$ cat src/cpu_pkg.sv
package cpu_pkg;

// fetch group width
localparam int FETCH_NUM = 2;

typedef logic [31:0] virt_t;   // virtual address
typedef logic [31:0] uint32_t; // instruction word or offset

// bimodal history state
typedef logic [1:0] counter_t;

localparam counter_t CNT_STRONG_NT = 2'd0;
localparam counter_t CNT_WEAK_T    = 2'd2; // lowest taken state
localparam counter_t CNT_STRONG_T  = 2'd3;

// control-flow class of one fetch slot
typedef enum logic [2:0] {
	ControlFlow_None,
	ControlFlow_Branch,   // conditional, history or static
	ControlFlow_JumpImm,  // j / jal
	ControlFlow_JumpReg,  // jr / jalr through the target buffer
	ControlFlow_Return    // jr $31 through the return stack
} controlflow_t;

endpackage
$ cat src/btb.sv
`timescale 1ns/10ps

module btb import cpu_pkg::*; #(
	parameter int ENTRIES_NUM = 8
)(
	input  logic                  clk,
	input  logic                  rst,
	input  virt_t                 pc,
	input  logic                  update_valid,
	input  virt_t                 update_pc,
	input  virt_t                 update_target,
	output logic  [FETCH_NUM-1:0] hit,
	output virt_t [FETCH_NUM-1:0] target
);

localparam int PTR_W = (ENTRIES_NUM > 1) ? $clog2(ENTRIES_NUM) : 1;

typedef logic [29:0] tag_t; // full word address

tag_t                   tag [ENTRIES_NUM];
virt_t                  tgt [ENTRIES_NUM];
logic [ENTRIES_NUM-1:0] entry_valid;
logic [PTR_W-1:0]       rr_ptr;      // next victim
logic [PTR_W-1:0]       match_way, upd_way;
logic                   upd_match;
logic                   dup_tag;

always_comb begin
	hit    = '0;
	target = '0;
	for (int i = 0; i < FETCH_NUM; i++) begin
		for (int e = 0; e < ENTRIES_NUM; e++) begin
			if (entry_valid[e] && tag[e] == pc[31:2] + 30'(i)) begin
				hit[i]    = 1'b1;
				target[i] = tgt[e];
			end
		end
	end
end

// existing entry is refreshed in place
always_comb begin
	upd_match = 1'b0;
	match_way = '0;
	for (int e = 0; e < ENTRIES_NUM; e++) begin
		if (entry_valid[e] && tag[e] == update_pc[31:2]) begin
			upd_match = 1'b1;
			match_way = PTR_W'(e);
		end
	end
	upd_way = upd_match ? match_way : rr_ptr;
end

always_ff @(posedge clk) begin
	if (update_valid) begin
		tag[upd_way] <= update_pc[31:2];
		tgt[upd_way] <= update_target;
	end
end

always_ff @(posedge clk) begin
	if (rst) begin
		entry_valid <= '0;
		rr_ptr      <= '0;
	end else if (update_valid) begin
		entry_valid[upd_way] <= 1'b1;
		if (!upd_match)
			rr_ptr <= (rr_ptr == PTR_W'(ENTRIES_NUM - 1)) ? '0 : rr_ptr + 1'b1;
	end
end

always_comb begin
	dup_tag = 1'b0;
	for (int a = 0; a < ENTRIES_NUM; a++)
		for (int b = a + 1; b < ENTRIES_NUM; b++)
			dup_tag |= entry_valid[a] && entry_valid[b] && tag[a] == tag[b];
end

tag_unique: assert property (@(posedge clk) disable iff (rst) !dup_tag);

endmodule

$ cat config.mk
export PLATFORM = sky130hd
export DESIGN_NAME = btb
export DESIGN_NICKNAME = d
export VERILOG_FILES = /design/src/cpu_pkg.sv /design/src/btb.sv
export SDC_FILE = /design/constraint.sdc
export NUM_CORES = 1
export LEC_CHECK = 0
export BUFFER_PORTS_ARGS = -buffer_cell sky130_fd_sc_hd__buf_2
export CAP_MARGIN = 10
export CORE_UTILIZATION = 40
export DETAILED_ROUTE_END_ITERATION = 10
export PLACE_DENSITY = 0.59
export SYNTH_ARGS = -nofsm -noshare
export SYNTH_HDL_FRONTEND = slang
export SYNTH_SLANG_ARGS = --single-unit
export TNS_END_PERCENT = 20
$ cat constraint.sdc
create_clock -name clk -period 7.65 [get_ports clk]
set_clock_uncertainty 0.2 [all_clocks]
set_input_delay 1.53 -clock clk [delete_from_list [all_inputs] [get_ports clk]]
set_output_delay 1.53 -clock clk [all_outputs]
set_load 0.01 [all_outputs]
==> impl_metrics.env <==
export IMPL_worstMarginPinSlew_ns=1.26
export IMPL_fin_nets=3144
export IMPL_critPathSlowestCell="or2_2"
export IMPL_dp_slack_ns=-0.137
export IMPL_grt_max_degree=66
export IMPL_layout_setup_ws_ns=0.0616
export IMPL_syn_avg_cell_area_sq_um=11.3
export IMPL_r2r_start="tag[3][24]"
export IMPL_rows=102
export IMPL_drcViolationCount=0
export IMPL_fillerInstances=7137
export IMPL_gp_congestion=1.04
export IMPL_cap_violations=0
export IMPL_yosys_warnings=0
export IMPL_vdd_drop_max_mv=0.204
export IMPL_ctsHoldBuffers=0
export IMPL_period_needed_ns=7.59
export IMPL_wire_per_inst_microns=35.9
export IMPL_ys_ff_latch=507
export IMPL_fin_cells=4129
export IMPL_required_ns=5.92
export IMPL_rrSetupSlack_ns=2.88
export IMPL_r2r_end="tag[5][2]"
export IMPL_slowest_delay_ns=0.49
export IMPL_die_w_microns=282
export IMPL_ant_nets=0
export IMPL_crit_chain="buf_2 -> nand4_1 -> or2_2 -> nor4_1 -> buf_4 -> xnor2_1 -> buf_4 -> xnor2_1 -> nor4b_1 -> nand4_1 -> nand2b_1 -> buf_12 -> buf_4 -> o221ai_1 -> o22ai_1 -> buf_2"
export IMPL_design_area_sq_um=37000
export IMPL_wl_met1_microns=57900
export IMPL_crit_top_cell="buf_4"
export IMPL_final_cell_mix="edfxtp_1 (496), xnor2_1 (462), buf_4 (246)"
export IMPL_core_area_sq_um=77500
export IMPL_final_common_cell="edfxtp_1"
export IMPL_insertion_delay_ns=0.66
export IMPL_viasPerCell=6.39
export IMPL_antenna_found_initial=8
export IMPL_yosys_cell_types_count=90
export IMPL_fmax_mhz=132
export IMPL_min_delay_start="rr_ptr[1]"
export IMPL_hpwl_microns=105000
export IMPL_cp_end_kind="output pin"
export IMPL_final_hold_viol_count=0
export IMPL_grt_pass1_vias=26400
export IMPL_synthArstFlopShare_pct=0
export IMPL_fin_crit_sh_pct=99.2
export IMPL_synth_edff_count=496
export IMPL_whs_path_depth=2
export IMPL_start_util_pct=40.4
export IMPL_netlist_area_sq_um=31300
export IMPL_dp_cells=4021
export IMPL_syn_instance_count=2770
export IMPL_hold_path_class="flip-flop to flip-flop"
export IMPL_crit_arrival_ns=5.86
export IMPL_top_layer_used="met5"
export IMPL_syn_num_nets=2872
export IMPL_numCtsBuffers=57
export IMPL_path_max_fanout=11
export IMPL_die_y_microns=282
export IMPL_rr_worst_depth=10
export IMPL_cts_tree="yes"
export IMPL_ys_seq_area_share_pct=48.2
export IMPL_wl_met2_microns=66700
export IMPL_drive_gt1_share_pct=19.3
export IMPL_overflow=0
export IMPL_hold_path_endpoint="rr_ptr[1]"
export IMPL_setup_viol=0
export IMPL_syn_to_final_growth_pct=18.0
export IMPL_rsz0062_at_grt="yes"
export IMPL_dieArea_sq_um=79500
export IMPL_num_vias=26400
export IMPL_outcome="complete, no violations"
export IMPL_synth_ff_type="edfxtp_1"
export IMPL_htreeDepth=2
export IMPL_first_iter_violations=3372
export IMPL_dr_pass1_iters=7
export IMPL_setup_worst_path_start_class="input pin"
export IMPL_io_buffers=160
export IMPL_p_per_area_nw_per_um2=183
export IMPL_drt_total_wl_microns=148000
export IMPL_slew_headroom_pct=15.0
export IMPL_clockBufferDepth=3
export IMPL_cts_root_buf="clkbuf_16"
export IMPL_grt_pass1_wl_microns=205000
export IMPL_grt_usage_pct=37.1
export IMPL_routed_wl_met3_microns=12300
export IMPL_worstSetupPathType="input pin to output pin"
export IMPL_holdWs_ns=0.348
export IMPL_numClockSinks=507
export IMPL_clk_pin_slew_worst_paths_ns=0.06
export IMPL_postPlaceCellArea_sq_um=35000
export IMPL_finalPower_uw=6760
export IMPL_slew_viol_final=0
export IMPL_power_leakage_uw=0.0130
export IMPL_num_io_pins=165
## cells in the mapped netlist (60+ instances only)
cell type / number / area [sq um]
clkbuf_1: 160 / 601
edfxtp_1: 496 / 14900
mux2i_1: 79 / 791
nand2_1: 118 / 443
nand3_1: 60 / 300
nand4_1: 127 / 795
nor2_1: 157 / 589
nor4_1: 75 / 469
o21ai_0: 89 / 445
o221ai_1: 62 / 543
xnor2_1: 464 / 4060
xor2_1: 182 / 1590
## power by group
part	switching [uW]	internal (uW)
clock network	1200	1590
logic	524	278
registers	60.9	3120
total	1780	4980
## stage by stage
step,TNS [ns],util [%]
floorplan,0,-
global placement,-0.603,45.2
detailed placement,-1.59,45.2
CTS,0,47.6
global route,-0.00351,47.7
finish,0,47.7
## state kept, by name, summed over array words and instances, names as in the netlist
name         count
tgt            256
tag            240
entry_valid      8
rr_ptr           3
## how the worst max path moves through the flow
| stage | endpoint | slack, ns | startpoint |
|---|---|---|---|
| after floorplan | tag[5][0] | 0.53 | update_pc[7] |
| after global placement | target[62] | -0.08 | pc[4] |
| after detailed placement | target[55] | -0.14 | pc[4] |
| after CTS | target[50] | 0.008 | pc[4] |
| after global routing | target[50] | -0.004 | pc[2] |
| final | target[50] | 0.06 | pc[17] |
## final cells by class
| cell class | instances | area, sq um | share of cell area [%] |
|---|---|---|---|
| antenna | 2 | 5.00 | 0.0135 |
| sequential | 507 | 15100 | 40.9 |
| clock inverter | 33 | 335 | 0.907 |
| timing repair buffer | 433 | 3190 | 8.62 |
| tap | 1040 | 1300 | 3.52 |
| clock buffer | 71 | 1500 | 4.06 |
| multi-input combinational | 2003 | 15400 | 41.6 |
| inverter | 40 | 150 | 0.406 |
## critical path: cells and delay by family
family	cells	cell delay (ns)
compound gates	2	0.43
xor+xnor	2	0.55
buf+inv	6	1.32
simple gates	6	1.99
## logic make-up after synthesis
family | Yosys count | share of synthesized area, %
muxes | 80 | 2.56
xor gates and xnor gates | 688 | 21.1
adders and majority gates | 3 | 0.120
DFF | 507 | 48.2
buffers and inverters | 260 | 3.34
AOI/OAI and AO/OA | 508 | 11.9
and+or+nand+nor | 724 | 12.8
## metal layers
layer	vias to the layer above	GRT usage (%)
met2	1731	58.4
met1	13300	47.2
li1	11000	-
met3	456	6.04
met4	6	24.5
met5	-	0
## timing repair
action / CTS / global route
pin swaps: 0 / 1
setup endpoints to repair: 31 / 32
gates resized for setup: 2 / 12
setup buffers: 0 / 2
No activity file was read; power rests on OpenSTA's default activity.
