## src/cpu_pkg.sv

```systemverilog
package cpu_pkg;

// fetch group width
localparam int FETCH_NUM = 2;

typedef logic [31:0] virt_t;   // virtual address
typedef logic [31:0] uint32_t; // instruction word or offset

// bimodal history state
typedef logic [1:0] counter_t;

localparam counter_t CNT_STRONG_NT = 2'd0;
localparam counter_t CNT_WEAK_T    = 2'd2; // lowest taken state
localparam counter_t CNT_STRONG_T  = 2'd3;

// control-flow class of one fetch slot
typedef enum logic [2:0] {
	ControlFlow_None,
	ControlFlow_Branch,   // conditional, history or static
	ControlFlow_JumpImm,  // j / jal
	ControlFlow_JumpReg,  // jr / jalr through the target buffer
	ControlFlow_Return    // jr $31 through the return stack
} controlflow_t;

endpackage
```

## src/decode_branch.sv

```systemverilog
`timescale 1ns/10ps

module decode_branch import cpu_pkg::*; (
	input  uint32_t instr,
	output uint32_t imm_branch,
	output uint32_t imm_jump,
	output logic    is_branch,
	output logic    is_return,
	output logic    is_call,
	output logic    is_jump_i,
	output logic    is_jump_r
);

localparam logic [5:0] OP_SPECIAL = 6'b000000;
localparam logic [5:0] OP_REGIMM  = 6'b000001;
localparam logic [5:0] OP_J       = 6'b000010;
localparam logic [5:0] OP_JAL     = 6'b000011;
localparam logic [5:0] OP_BEQ     = 6'b000100;
localparam logic [5:0] OP_BNE     = 6'b000101;
localparam logic [5:0] OP_BLEZ    = 6'b000110;
localparam logic [5:0] OP_BGTZ    = 6'b000111;
localparam logic [5:0] FN_JR      = 6'b001000;
localparam logic [5:0] FN_JALR    = 6'b001001;
localparam logic [4:0] RT_BLTZ    = 5'b00000;
localparam logic [4:0] RT_BGEZ    = 5'b00001;

logic [5:0] opcode, funct;
logic [4:0] rs, rt;

assign opcode = instr[31:26];
assign rs     = instr[25:21];
assign rt     = instr[20:16];
assign funct  = instr[5:0];

always_comb begin
	is_branch = 1'b0;
	is_return = 1'b0;
	is_call   = 1'b0;
	is_jump_i = 1'b0;
	is_jump_r = 1'b0;
	case (opcode)
		OP_SPECIAL: begin
			if (funct == FN_JR) begin
				is_return = (rs == 5'd31); // jr $ra
				is_jump_r = (rs != 5'd31);
			end else if (funct == FN_JALR) begin
				is_jump_r = 1'b1;
				is_call   = 1'b1;
			end
		end
		OP_REGIMM: is_branch = (rt == RT_BLTZ) || (rt == RT_BGEZ);
		OP_J:      is_jump_i = 1'b1;
		OP_JAL: begin
			is_jump_i = 1'b1;
			is_call   = 1'b1;
		end
		OP_BEQ, OP_BNE, OP_BLEZ, OP_BGTZ: is_branch = 1'b1;
		default: ;
	endcase
end

// offset is relative to the delay slot
assign imm_branch = {{14{instr[15]}}, instr[15:0], 2'b00} + 32'd4;
assign imm_jump   = {4'b0000, instr[25:0], 2'b00}; // region bits added by caller

flag_onehot: assert final ($onehot0({is_branch, is_return, is_jump_i, is_jump_r}));

endmodule

```

## config.mk

```make
export PLATFORM = sky130hd
export DESIGN_NAME = decode_branch
export DESIGN_NICKNAME = d
export VERILOG_FILES = /design/src/cpu_pkg.sv /design/src/decode_branch.sv
export SDC_FILE = /design/constraint.sdc
export NUM_CORES = 1
export LEC_CHECK = 0
export ABC_AREA = 1
export BUFFER_PORTS_ARGS = -buffer_cell sky130_fd_sc_hd__buf_2
export CAP_MARGIN = 20
export CORE_UTILIZATION = 36
export DETAILED_ROUTE_END_ITERATION = 7
export PLACE_DENSITY = 0.84
export SLEW_MARGIN = 0
export SYNTH_ARGS = -nofsm -noshare
export SYNTH_HDL_FRONTEND = slang
export SYNTH_SLANG_ARGS = --single-unit
```

## constraint.sdc

```tcl
create_clock -name vclk -period 2.1
set_input_delay 0.42 -clock vclk [all_inputs]
set_output_delay 0.42 -clock vclk [all_outputs]
set_load 0.01 [all_outputs]
```

==> reports/qor.yml, run 1 <==
sta:
  setup_violations: 0
  hold_viol_final: 0
  fmax_mhz: 519
  maxSlewViolCount: 0
  period_share_pct: 91.8
  rsz0062_at_grt: "no"
  period_minus_slack_ns: 1.93
finish:
  clkbuf_count: 0
  layout.nets: 246
  diodes: 0
  drive_gt1_share_pct: 49.3
  postLayoutCellArea_sq_mm: 0.00109
  seq_area_sq_um: 0
  area_growth_pct: 19.9
  seq_cells: 0
floorplan:
  die_h_microns: 52.3
  initial_utilization_pct: 39.7
  die_area_sq_mm: 0.00274
  row_count: 17
  core_sq_mm: 0.00230
  fp.dieW_microns: 52.3
  num_io_pins: 101
detailed_routing:
  dr.pass1.iters: 4
  num_vias: 967
  drtAntennaViolNets: 0
  first_iter_violations: 11
  drt_wl_total_microns: 1980
  drc: 0
  viasPerCell: 4.08
  wire_per_inst_microns: 8.37
pwr:
  power.switching_mw: 0.117
  peakVddDrop_mv: 0.101
  sw_frac_of_total_pct: 58.7
  p_leak_nw: 0.665
  power_frac_seq_pct: 0
  power.clock.fraction_pct: 0
  p_comb_share_pct: 100.0
  p_per_area_mw_per_mm2: 183
  internal_power_mw: 0.0825
  finalPower_mw: 0.200
setup_path:
  crit_start: "instr[0]"
  crit_arrival_ns: 1.51
  startpoint_type: "primary input"
  cp_cell_sequence: "buf_2 > ha_1 > nand2_1 > nor2_1 > nand2_1 > nor2_1 > nor2_2 > buf_2"
  cp-endpoint: "imm_branch[27]"
  cpPeakStageDelay_ns: 0.27
  crit_path_max_fanout: 14
  path_class: "primary input to primary output"
  crit_slowest_cell: "nor2_2"
  endpoint_kind: "primary output"
  crit_required_ns: 1.68
synth:
  synth_top_area_share_pct: 38.7
  ys.warnings.count: 0
  synth_cells: 156
  syn_area_sq_um: 912
  yosysSeqAreaShare_pct: 0
  synth_cell_types: 19
  synth_area_leaders: "buf_4 39%, nand2_1 12%, nor2_1 9.5%, inv_1 7.0%, xor2_1 6.7%"
  synth_area_leader_cell: "buf_4"
  synth_area_per_cell_sq_um: 5.85
outcome:
  status: "finished clean"
global_route:
  grt_first_pass_wirelength_microns: 2990
  overflow: 0
  grt_max_degree: 15
  antenna_found_initial: 0
  grt_usage_pct: 13.5
  grt_pass1_vias: 758
place:
  placed_area_sq_mm: 0.00109
  numPortBuffers: 91
  hpwl_microns: 1820
  gp_congestion: 0.749
worst_hold_path:
  worstHoldPathType: "primary input to primary output"
flow_run:
  drv_cap: 0
worst max-delay path, delay by kind of cell:
family                     cells  cell delay (ns)
adders and majority gates      1             0.23
buffers and inverters          2             0.31
and+or+nand+nor                5             0.54
cell usage after synthesis:
master	instances
xnor2_1	4
nand2_1	28
nor4_1	1
nand4_1	5
conb_1	1
nor2_1	23
nor3_1	1
nand3_1	7
nor2_4	2
inv_1	17
nor2_2	2
o21ai_0	1
ha_1	3
xor2_1	7
a21oi_1	1
o21ai_1	1
nand2_2	3
buf_4	47
nand3_2	2
per-layer routing:
layer | vias up | track usage, % | part of all wire [%]
met4 | 0 | 0.439 | 0.20
met2 | 45 | 24.9 | 46
met1 | 387 | 18.0 | 45
met3 | 2 | 0.580 | 8.7
li1 | 533 | - | -
met5 | - | 0 | 0
power groups by stage:
stage          Combinational, mW  Sequential (mW)  Clock, mW
3_3_place_gp               0.199                0          0
6_report                   0.200                0          0
2_1_floorplan              0.156                0          0
4_1_cts                    0.202                0          0
3_5_place_dp               0.201                0          0
5_1_grt                    0.224                0          0
layout by cell type, fill, tap and decap left out, types with 2 or more instances in the layout:
| cell type | instances |
|---|---|
| buf_2 | 91 |
| buf_4 | 2 |
| conb_1 | 8 |
| ha_1 | 3 |
| inv_1 | 17 |
| nand2_1 | 28 |
| nand2_2 | 3 |
| nand3_1 | 7 |
| nand3_2 | 2 |
| nand4_1 | 5 |
| nor2_1 | 22 |
| nor2_2 | 3 |
| nor2_4 | 2 |
| xnor2_1 | 4 |
| xor2_1 | 7 |
repair_timing:
action / in CTS / in global routing
endpoints found under the setup margin: 14 / 0
hold buffers: 0 / 0
gates resized for setup: 1 / 0
buffers inserted: 0 / 0
worst min path at each step:
stage | start | endpoint | cells after the start | slack (ns)
detailed placement | instr[16] | imm_jump[18] | 0 | 0.84
CTS | instr[16] | imm_jump[18] | 0 | 0.84
floorplan | instr[30] | is_jump_i | 1 | 0.89
global route | instr[16] | imm_jump[18] | 0 | 0.84
finish | instr[16] | imm_jump[18] | 0 | 0.84
global placement | instr[16] | imm_jump[18] | 0 | 0.84
final cells by class:
type                       instances  area, sq um
fill                             256         1200
inverter                          17         63.8
multi-input combinational         99          524
tap                               28         35.0
timing repair buffer              93          470
logic make-up (layout without fill, tap and decap cells):
group,after synthesis,in the layout,synth area share [%]
AOI/OAI and AO/OA,3,3,1.64
xor gates and xnor gates,11,11,10.6
adders and majority gates,3,3,4.12
buffers and inverters,64,110,45.7
other,1,8,0.411
and+or+nand+nor,74,74,37.6
per-stage QoR:
| step | hold WS, ns | TNS, ns | setup WS (ns) | utilization, % | std cells |
|---|---|---|---|---|---|
| after floorplan | 0.893 | 0 | 0.00481 | - | 163 |
| after global placement | 0.840 | -0.0812 | -0.00623 | 47.5 | 237 |
| after detailed placement | 0.840 | -0.561 | -0.0418 | 47.5 | 237 |
| after CTS | 0.840 | 0 | 0.133 | 47.6 | 237 |
| after global routing | 0.840 | 0 | 0.0124 | 47.6 | 237 |
| final | 0.840 | 0 | 0.172 | 47.6 | 237 |
No activity file was read; power rests on OpenSTA's default activity.
==> run 2, diff against run 1 <==
- CORE_UTILIZATION: 36 -> 30
- PLACE_DENSITY: 0.84 -> 0.75
- clock period: 2.1 -> 1.7 ns (I/O delays scaled with it)
==> reports/qor.yml, run 2 (synthesized netlist as in run 1, its figures left out) <==
sta:
  period_share_pct: 95.8
  period_minus_slack_ns: 1.63
  hold_viol_final: 0
  fmax_mhz: 614
  tns_ns: 0
  whs_ns: 0.680
  worst_slack_ns: 0.0706
  setup_violations: 0
  maxSlewViolCount: 0
outcome:
  violations: "design-rule violations"
  status: "finished with violations"
cts:
  post_cts_buffers: 0
finish:
  area_growth_pct: 34.7
  instances_no_fill: 248
  n_fill_cell: 316
  diodes: 0
  layout_commonest_cell: "buf_2"
  drive_gt1_share_pct: 57.1
  final_cell_mix: "89 x buf_2, 27 x nand2_1, 18 x nor2_1"
  clkbuf_count: 0
  layout.nets: 254
  seq_cells: 0
  seq_area_sq_um: 0
detailed_routing:
  drc: 10
  drtAntennaViolNets: 0
  drt_wl_total_microns: 2260
  wire_per_inst_microns: 9.12
  viasPerCell: 4.18
  num_vias: 1037
  first_iter_violations: 41
  dr.pass1.iters: 6
pwr:
  power.switching_mw: 0.157
  power_frac_seq_pct: 0
  power.clock.fraction_pct: 0
  peakVddDrop_mv: 0.0789
  p_per_area_mw_per_mm2: 222
  p_comb_share_pct: 100.0
  finalPower_mw: 0.272
  sw_frac_of_total_pct: 57.5
  p_leak_nw: 0.707
  internal_power_mw: 0.116
setup_path:
  path_class: "primary input to primary output"
  endpoint_kind: "primary output"
  crit_required_ns: 1.36
  crit_arrival_ns: 1.29
  startpoint_type: "primary input"
  crit_path_max_fanout: 4
global_route:
  antenna_found_initial: 0
  grt_usage_pct: 13.0
  grt_pass1_vias: 862
  grt_first_pass_wirelength_microns: 3550
  grt_max_degree: 15
  overflow: 0
floorplan:
  fp.dieW_microns: 57.1
  row_count: 19
  die_h_microns: 57.1
  initial_utilization_pct: 32.2
  num_io_pins: 101
  die_area_sq_mm: 0.00326
  core_sq_mm: 0.00283
place:
  numPortBuffers: 91
  place_worst_setup_slack_ns: -0.0125
  place_inst: 247
  hpwl_microns: 1940
  gp_congestion: 0.739
worst_hold_path:
  worstHoldPathType: "primary input to primary output"
flow_run:
  drv_cap: 0
==> run 2: cell count changes in the layout (fill, tap and decap cells not counted), sizes merged <==
cell  change
nor2      +1
buf       +7
==> run 2: what timing repair did <==
action	in CTS	in global routing
setup endpoints to repair	14	21
hold buffers	0	0
pin swaps	0	3
resized for setup	1	18
gates cloned	0	1
==> run 2: layout make-up <==
type | instances | area, sq um | area share (%)
Timing Repair Buffer | 100 | 528 | 43.0
Tap cell | 31 | 38.8 | 3.16
Inverter | 17 | 63.8 | 5.19
Multi-Input combinational cell | 100 | 598 | 48.7
==> run 2: routing by layer <==
layer / routed length [microns] / vias up / track usage [%]
li1: - / 549 / -
met1: 953 / 442 / 17.2
met2: 1120 / 46 / 23.9
met3: 185 / 0 / 1.13
met4: 0 / 0 / 0.697
met5: 0 / - / 0
==> run 2: worst paths after layout <==
| path | startpoint | endpoint | slack [ns] | depth (start not counted) |
|---|---|---|---|---|
| worst min-delay path | instr[16] | imm_jump[18] | 0.68 | 0 |
| worst max-delay path | instr[0] | imm_branch[12] | 0.07 | 8 |
==> run 2: power groups by stage <==
stage | Sequential, mW | Combinational (mW) | Clock, mW
floorplan | 0 | 0.194 | 0
global placement | 0 | 0.258 | 0
detailed placement | 0 | 0.261 | 0
CTS | 0 | 0.262 | 0
global route | 0 | 0.303 | 0
finish | 0 | 0.272 | 0
==> run 2: critical path, stage by stage <==
cell and delay [ns]:
buf_4 0.12, ha_4 0.14, buf_4 0.11, nand3_4 0.07
nor2_4 0.17, nand2_2 0.08, xnor2_2 0.13, buf_2 0.13
==> run 2: per-stage QoR <==
stage / area [sq um] / util (%)
5_1_grt: 1230 / 43.4
4_1_cts: 1160 / 40.9
6_report: 1230 / 43.4
3_5_place_dp: 1150 / 40.8
3_3_place_gp: 1150 / 40.8
2_1_floorplan: 946 / -
