**config.mk**
```make
export PLATFORM = sky130hd
export DESIGN_NAME = ras
export DESIGN_NICKNAME = d
export VERILOG_FILES = /design/src/cpu_pkg.sv /design/src/ras.sv
export SDC_FILE = /design/constraint.sdc
export NUM_CORES = 1
export LEC_CHECK = 0
export BUFFER_PORTS_ARGS = -buffer_cell sky130_fd_sc_hd__buf_4
export CELL_PAD_IN_SITES_DETAIL_PLACEMENT = 1
export CELL_PAD_IN_SITES_GLOBAL_PLACEMENT = 1
export CORE_ASPECT_RATIO = 1.25
export CORE_MARGIN = 3
export CORE_UTILIZATION = 57
export DETAILED_ROUTE_END_ITERATION = 12
export GPL_TIMING_DRIVEN = 1
export PLACE_DENSITY = 0.82
export SETUP_SLACK_MARGIN = 0.3
export SLEW_MARGIN = 0
export SYNTH_ARGS = -nofsm -noshare
export SYNTH_HDL_FRONTEND = slang
export SYNTH_SLANG_ARGS = --single-unit
```
**constraint.sdc**
```tcl
create_clock -name clk -period 7.2 [get_ports clk]
set_input_delay 0.36 -clock clk [delete_from_list [all_inputs] [get_ports clk]]
set_output_delay 0.36 -clock clk [all_outputs]
set_load 0.03 [all_outputs]
```
**src/cpu_pkg.sv**
```systemverilog
package cpu_pkg;

// fetch group width
localparam int FETCH_NUM = 2;

typedef logic [31:0] virt_t;   // virtual address
typedef logic [31:0] uint32_t; // instruction word or offset

// bimodal history state
typedef logic [1:0] counter_t;

localparam counter_t CNT_STRONG_NT = 2'd0;
localparam counter_t CNT_WEAK_T    = 2'd2; // lowest taken state
localparam counter_t CNT_STRONG_T  = 2'd3;

// control-flow class of one fetch slot
typedef enum logic [2:0] {
	ControlFlow_None,
	ControlFlow_Branch,   // conditional, history or static
	ControlFlow_JumpImm,  // j / jal
	ControlFlow_JumpReg,  // jr / jalr through the target buffer
	ControlFlow_Return    // jr $31 through the return stack
} controlflow_t;

endpackage
```
**src/ras.sv**
```systemverilog
`timescale 1ns/10ps

module ras import cpu_pkg::*; #(
	parameter int ENTRIES_NUM = 8
)(
	input  logic  clk,
	input  logic  rst,
	input  logic  flush,
	input  logic  push_req,
	input  logic  pop_req,
	input  virt_t push_data,
	output logic  ras_valid,
	output virt_t ras_data
);

localparam int PTR_W = (ENTRIES_NUM > 1) ? $clog2(ENTRIES_NUM) : 1;
localparam int CNT_W = $clog2(ENTRIES_NUM + 1);

virt_t            stack [ENTRIES_NUM];
logic [PTR_W-1:0] tos;      // index of the top entry
logic [PTR_W-1:0] tos_inc, tos_dec;
logic [CNT_W-1:0] count;    // saturates, oldest lost on overflow

assign tos_inc = (tos == PTR_W'(ENTRIES_NUM - 1)) ? '0 : tos + 1'b1;
assign tos_dec = (tos == '0) ? PTR_W'(ENTRIES_NUM - 1) : tos - 1'b1;

assign ras_valid = (count != '0);
assign ras_data  = stack[tos];

always_ff @(posedge clk) begin
	if (push_req && !flush)
		stack[tos_inc] <= push_data;
end

always_ff @(posedge clk) begin
	if (rst || flush) begin
		tos   <= '0;
		count <= '0;
	end else if (push_req) begin
		tos <= tos_inc;
		if (count != CNT_W'(ENTRIES_NUM))
			count <= count + 1'b1;
	end else if (pop_req && ras_valid) begin // empty pop ignored
		tos   <= tos_dec;
		count <= count - 1'b1;
	end
end

// predictor picks one slot per cycle for the stack
push_pop_excl: assert property (@(posedge clk) disable iff (rst)
	!(push_req && pop_req));

endmodule

```
==> results of run 1 <==
-- worst max path at each step --
stage,startpoint,to,cells past startpoint
after floorplan,tos[0]$_SDFFE_PP0P_,stack[0][0]$_DFFE_PP_,5
after global placement,register,ras_data[6],4
after detailed placement,register,ras_data[31],4
after CTS,register,ras_data[31],4
after global routing,register,ras_data[31],4
final,register,ras_data[31],4
-- final cells by class --
class                           instances  area, um2  area share
Multi-Input combinational cell        156       2405      0.2004
Sequential cell                       266       7894      0.6579
Tap cell                              224      280.3     0.02336
Clock buffer                           32      694.4     0.05787
Timing Repair Buffer                   79      593.1     0.04943
Inverter                                4      15.01    0.001251
Clock inverter                         10      117.6    0.009802
-- Yosys cell counts --
| cell type | count | area [um2] |
|---|---|---|
| edfxtp_1 | 256 | 7687 |
| a21oi_1 | 6 | 30.03 |
| nand2_1 | 4 | 15.01 |
| o41ai_2 | 1 | 16.27 |
| ha_1 | 7 | 87.58 |
| xnor2_1 | 2 | 17.52 |
| clkbuf_1 | 5 | 18.77 |
| o21ai_0 | 1 | 5.000 |
| or3_1 | 1 | 6.260 |
| buf_1 | 6 | 22.52 |
| buf_6 | 7 | 78.83 |
| or2_2 | 1 | 6.260 |
| nand2b_1 | 3 | 18.77 |
| nor3_1 | 8 | 40.04 |
| mux2i_1 | 1 | 10.01 |
| inv_1 | 4 | 15.01 |
| nand3b_1 | 1 | 7.510 |
| dfxtp_1 | 10 | 200.2 |
| a21o_1 | 1 | 7.510 |
| fa_1 | 1 | 20.02 |
| nor2_1 | 14 | 52.55 |
| mux2_2 | 32 | 360.4 |
| mux4_2 | 24 | 540.5 |
| xor2_1 | 1 | 8.760 |
| a31oi_1 | 3 | 18.77 |
| a211oi_1 | 4 | 30.03 |
| buf_2 | 2 | 10.01 |
| mux4_1 | 40 | 1051 |
-- metal layers --
| layer | vias up | track usage |
|---|---|---|
| li1 | 2071 | - |
| met1 | 2544 | 0.2906 |
| met2 | 149 | 0.3827 |
| met3 | 33 | 0.03394 |
| met4 | 0 | 0.05723 |
| met5 | - | 0 |
-- kinds of logic after synthesis --
kind of cell / count (synthesis)
buffers and inverters: 24
multiplexers: 97
AO/OA/AOI/OAI: 16
XOR/XNOR: 3
flip-flops: 266
adder cells (fa/ha/maj): 8
AND/OR/NAND/NOR: 32
-- worst register-to-register path, stage by stage (launching register included) --
cell     delay, ns
dfxtp_1       0.42
ha_1          0.23
ha_1          0.18
nor2_1        0.05
or3_1         0.47
nor2_4        0.97
-- registers in the layout, indices dropped and copies added (netlist names), named ones only --
signal	flops
tos	3
stack	256
count	4
-- through the flow --
| step | hold WS [ns] | setup WS (ns) | power (uW) |
|---|---|---|---|
| finish | 0.08085 | 3.879 | 3271 |
| global placement | 0.5062 | 4.401 | 1989 |
| CTS | 0.05898 | 3.804 | 3299 |
| global route | 0.06578 | 3.716 | 3381 |
| floorplan | 0.4589 | 3.402 | 1910 |
| detailed placement | 0.5511 | 4.342 | 2002 |
-- power by group --
group	switching (uW)	internal (uW)	leakage, uW	total (uW)
combinational	131	98.9	0.00116	229
sequential	16.7	1720	0.00240	1740
clock	521	781	0.000394	1300
total	668	2600	0.00395	3270
==> impl_metrics.toml, run 1 <==
[run_status]
outcome = "finished, final reports clean"

[routing]
firstDrtPassIters = 4
routed_wl_um = 21210
m1WireLength_um = 8399
via_per_inst = 6.222
wl_met2_um = 11420
dr.max_layer_used = "met4"
wl_per_cell_um = 27.51
num_vias = 4797
route.met3.wl_um = 995
drt_iter0_drc = 391
ant_nets = 0
drc_errors = 0

[synth]
ys_warn_count = 0
synthAdderAreaFrac = 0.01036
syn_inst = 446
ys_ff_latch = 266
syn_nets = 491
synth-simple-area-share = 0.01410
synth_top_family_by_area = "multiplexers"
synth_seq_area_share = 0.7597
synthMuxAreaShare = 0.1890
synth_area_um2 = 10380
synth_compound_area_frac = 0.01036
syn_area_per_cell_um2 = 23.28
synth-xor-area-share = 0.002531
ys_types = 28

[critical_path]
critPathArrivalTime_ns = 2.96
end_kind = "output port"
worstSetupPathType = "reg -> out"
crit_path_max_incr_delay_ns = 0.74
rr_startpoint = "tos[0]$_SDFFE_PP0P_"
worst_ep_required_time_ns = 6.84
worstRegToRegCells = 5
crit_fanout = 48
path_cells = "buf_4 -> mux4_1 -> mux2_2 -> buf_4"
reg2reg_to = "stack[4][11]$_DFFE_PP_"
slowest_stage = "buf_4"
cpLargestDelayFamily = "multiplexers"
cp-start-kind = "register"
r2r_slack_ns = 4.44
cp_num_buf_inv = 2
cp_common_cell = "buf_4"

[placement]
gp_congestion = 0.7223
dpl_cell_area_um2 = 11190
io_buffer_count = 69
place_inst = 729
dp_hpwl_um = 11800

[clock_network]
cts_made_buffers = 26
clk_latency_ns = 0.51
cts-htree-levels = 1
cts_tree = "done"
clk_pin_slew_ns = 0.06
cts_setup_buffers = 0
cts.repair.resized = 0
cts_sinks = 266
clock_path_buffers = 3
clockRootBuffer = "clkbuf_16"
ctsHoldBuffers = 0

[sta]
setup-tns-final_ns = 0
fmax_ghz = 0.3011
rsz0062_at_grt = "no"
drv_slew = 0
fin_crit_sh = 0.4613
setup_viol = 0
relSlewSlack = 0.1699
final-hold-violation-count = 0
tightest_slew_ns = 1.242
finClkSkew_ns = 0.01311
fin_crit_ns = 3.321

[global_route]
grt_usage = 0.2183
overflow = 0
grt_max_degree = 65
grt_pass1_wl_um = 32370
grt_pass1_vias = 5329
grt_antenna_before_repair = 0

[hold_path]
hold_path_startpoint = "push_data[26]"
min_path_type = "in -> reg"
whs_endpoint = "stack[2][26]$_DFFE_PP_"
worstHoldPathCells = 1

[layout]
fill_cells = 1363
area_growth_pct = 15.57
layout.nets = 578
drive_gt1_frac = 0.3272
post-route-util = 0.6804
final_cells = 771
fin_area_um2 = 12000
layout_commonest_cell = "edfxtp_1"
mostFrequentLayoutCells = "256 x edfxtp_1, 79 x buf_4, 40 x mux4_1"
diodes = 0

[floorplanning]
initial_utilization = 0.5888
num_rows = 54
core_area_um2 = 17630
die-area_um2 = 19880
die_h_um = 156.9
ioPinCount = 70
fp.dieW_um = 126.7

[flow_run]
cap_violations = 0

[pwr]
leakage_uw = 0.003948
powerDensity_nw_per_um2 = 272.6
vdd_drop_max_mv = 0.2211
Power figures use the tool's default switching activity.
==> inputs of run 2 (changes only) <==
--- a/config.mk
+++ b/config.mk
@@ -10,10 +10,10 @@
 export CELL_PAD_IN_SITES_GLOBAL_PLACEMENT = 1
 export CORE_ASPECT_RATIO = 1.25
 export CORE_MARGIN = 3
-export CORE_UTILIZATION = 57
+export CORE_UTILIZATION = 48
 export DETAILED_ROUTE_END_ITERATION = 12
 export GPL_TIMING_DRIVEN = 1
-export PLACE_DENSITY = 0.82
+export PLACE_DENSITY = 0.73
 export SETUP_SLACK_MARGIN = 0.3
 export SLEW_MARGIN = 0
 export SYNTH_ARGS = -nofsm -noshare
==> constraint.sdc (replaced) <==
create_clock -name clk -period 2.9 [get_ports clk]
set_input_delay 0.145 -clock clk [delete_from_list [all_inputs] [get_ports clk]]
set_output_delay 0.145 -clock clk [all_outputs]
set_load 0.03 [all_outputs]
==> impl_metrics.toml, run 2 (synthesis results as in run 1) <==
[layout]
fill_cells = 1759
largest_reg_flops = 256
layout_commonest_cell = "edfxtp_1"
area_growth_pct = 21.46
mostFrequentLayoutCells = "256 x edfxtp_1, 88 x buf_4, 40 x mux4_1"
reg_top3 = "stack x256, count x4, tos x3"
post-route-util = 0.5994
final_cells = 879
regMostFlops = "stack"
fin_area_um2 = 12610
layout.nets = 628
drive_gt1_frac = 0.3267

[sta]
rsz0062_at_grt = "no"
final-hold-violation-count = 0
relSlewSlack = 0.5977
drv_slew = 0
fmax_ghz = 0.4116
fin_hold_ws_ns = 0.02791
fin_crit_sh = 0.8377
setup_viol = 0
finClkSkew_ns = 0.01051
fin_crit_ns = 2.429
tightest_slew_ns = 0.6020

[routing]
ant_nets = 0
routed_wl_um = 21570
drc_errors = 0
firstDrtPassIters = 6
wl_per_cell_um = 24.54
via_per_inst = 5.642
num_vias = 4959
drt_iter0_drc = 354

[clock_network]
cts-htree-levels = 1
cts_made_buffers = 26
clk_latency_ns = 0.51
clk_pin_slew_ns = 0.06
cts_sinks = 266
cts_tree = "done"
clock_path_buffers = 3
clockRootBuffer = "clkbuf_16"

[global_route]
grt_pass1_vias = 5490
use_met1 = 0.2527
overflow = 0
grt_usage = 0.1913
grt_max_degree = 65
grt_pass1_wl_um = 33510
met2_usage = 0.3415
grt_antenna_before_repair = 2
use_met3 = 0.02484
grt.busiest_layer = "met2"

[floorplanning]
die-area_um2 = 23440
fp.dieW_um = 137.5
die_h_um = 170.4
ioPinCount = 70
core_area_um2 = 21040
initial_utilization = 0.4935
num_rows = 59

[pwr]
power.total_uw = 8044
vdd_drop_max_mv = 0.5133
powerDensity_nw_per_um2 = 637.9
leakage_uw = 0.004185

[placement]
place_inst = 790
gp_congestion = 0.7085
io_buffer_count = 69
dp_hpwl_um = 13040
dpl_cell_area_um2 = 11420

[critical_path]
critPathArrivalTime_ns = 2.65
crit_fanout = 14
worst_ep_required_time_ns = 3.12
cp-start-kind = "register"
end_kind = "register"
worstSetupPathType = "reg -> reg"

[hold_path]
min_path_type = "in -> reg"

[flow_run]
cap_violations = 0

[run_status]
outcome = "finished, final reports clean"
==> run 2: cell count changes in the layout (fill, tap and decap cells not counted), sizes merged <==
| cell | before | now |
|---|---|---|
| dlygate4sd3 | 0 | 34 |
| buf | 79 | 95 |
| clkbuf | 32 | 40 |
| bufinv | 3 | 0 |
| diode | 0 | 2 |
| clkinv | 7 | 8 |
==> run 2: power by group <==
part	leakage, uW	switching [uW]	internal [uW]
Combinational	0.00140	354	296
Clock	0.000386	1310	1780
Sequential	0.00240	27.9	4280
==> run 2: layer usage <==
metal / part of all wire / wire (um)
met5: 0 / 0
met4: 0.011 / 248
met3: 0.037 / 798
met2: 0.55 / 11760
met1: 0.41 / 8761
==> run 2: per-stage QoR <==
step	worst slack (ns)	setup TNS (ns)
floorplan	-0.02694	-2.586
global placement	0.5942	0
global route	0.3231	0
detailed placement	0.4400	0
finish	0.4705	0
CTS	0.3418	0
==> run 2: area by class of cell <==
cell class,instances,area [um2],area share
repair buffers,129,1149,0.09108
flip-flops and latches,266,7894,0.6260
well taps,274,342.8,0.02719
diodes,2,5.005,0.0003969
multi-input cells,156,2417,0.1917
inverters,4,15.01,0.001191
clock buffers,40,754.5,0.05983
clock inverters,8,33.78,0.002679
==> run 2: final timing paths <==
path | startpoint | end | slack (ns) | cells past startpoint
setup / recovery | tos[0]$_SDFFE_PP0P_ | stack[7][21]$_DFFE_PP_ | 0.47 | 6
hold / removal | rst | count[3]$_SDFFE_PP0P_ | 0.03 | 3
setup reg to reg | tos[0]$_SDFFE_PP0P_ | stack[7][21]$_DFFE_PP_ | 0.47 | 6
hold reg to reg | count[3]$_SDFFE_PP0P_ | count[3]$_SDFFE_PP0P_ | 0.56 | 2
==> run 2: repair_timing <==
item,in CTS,in global routing
pin swaps,0,0
cloned,0,0
resized for setup,0,0
setup buffers,1,4
hold buffers,34,0
hold endpoints to repair,259,0
setup endpoints to repair,21,4
==> run 2: worst max-delay path, cell delays in order, from the launching register on <==
cell,delay [ns]
dfxtp_1,0.37
ha_1,0.24
ha_1,0.22
nor2_1,0.13
nand3b_1,0.33
nor2_4,0.61
buf_4,0.26
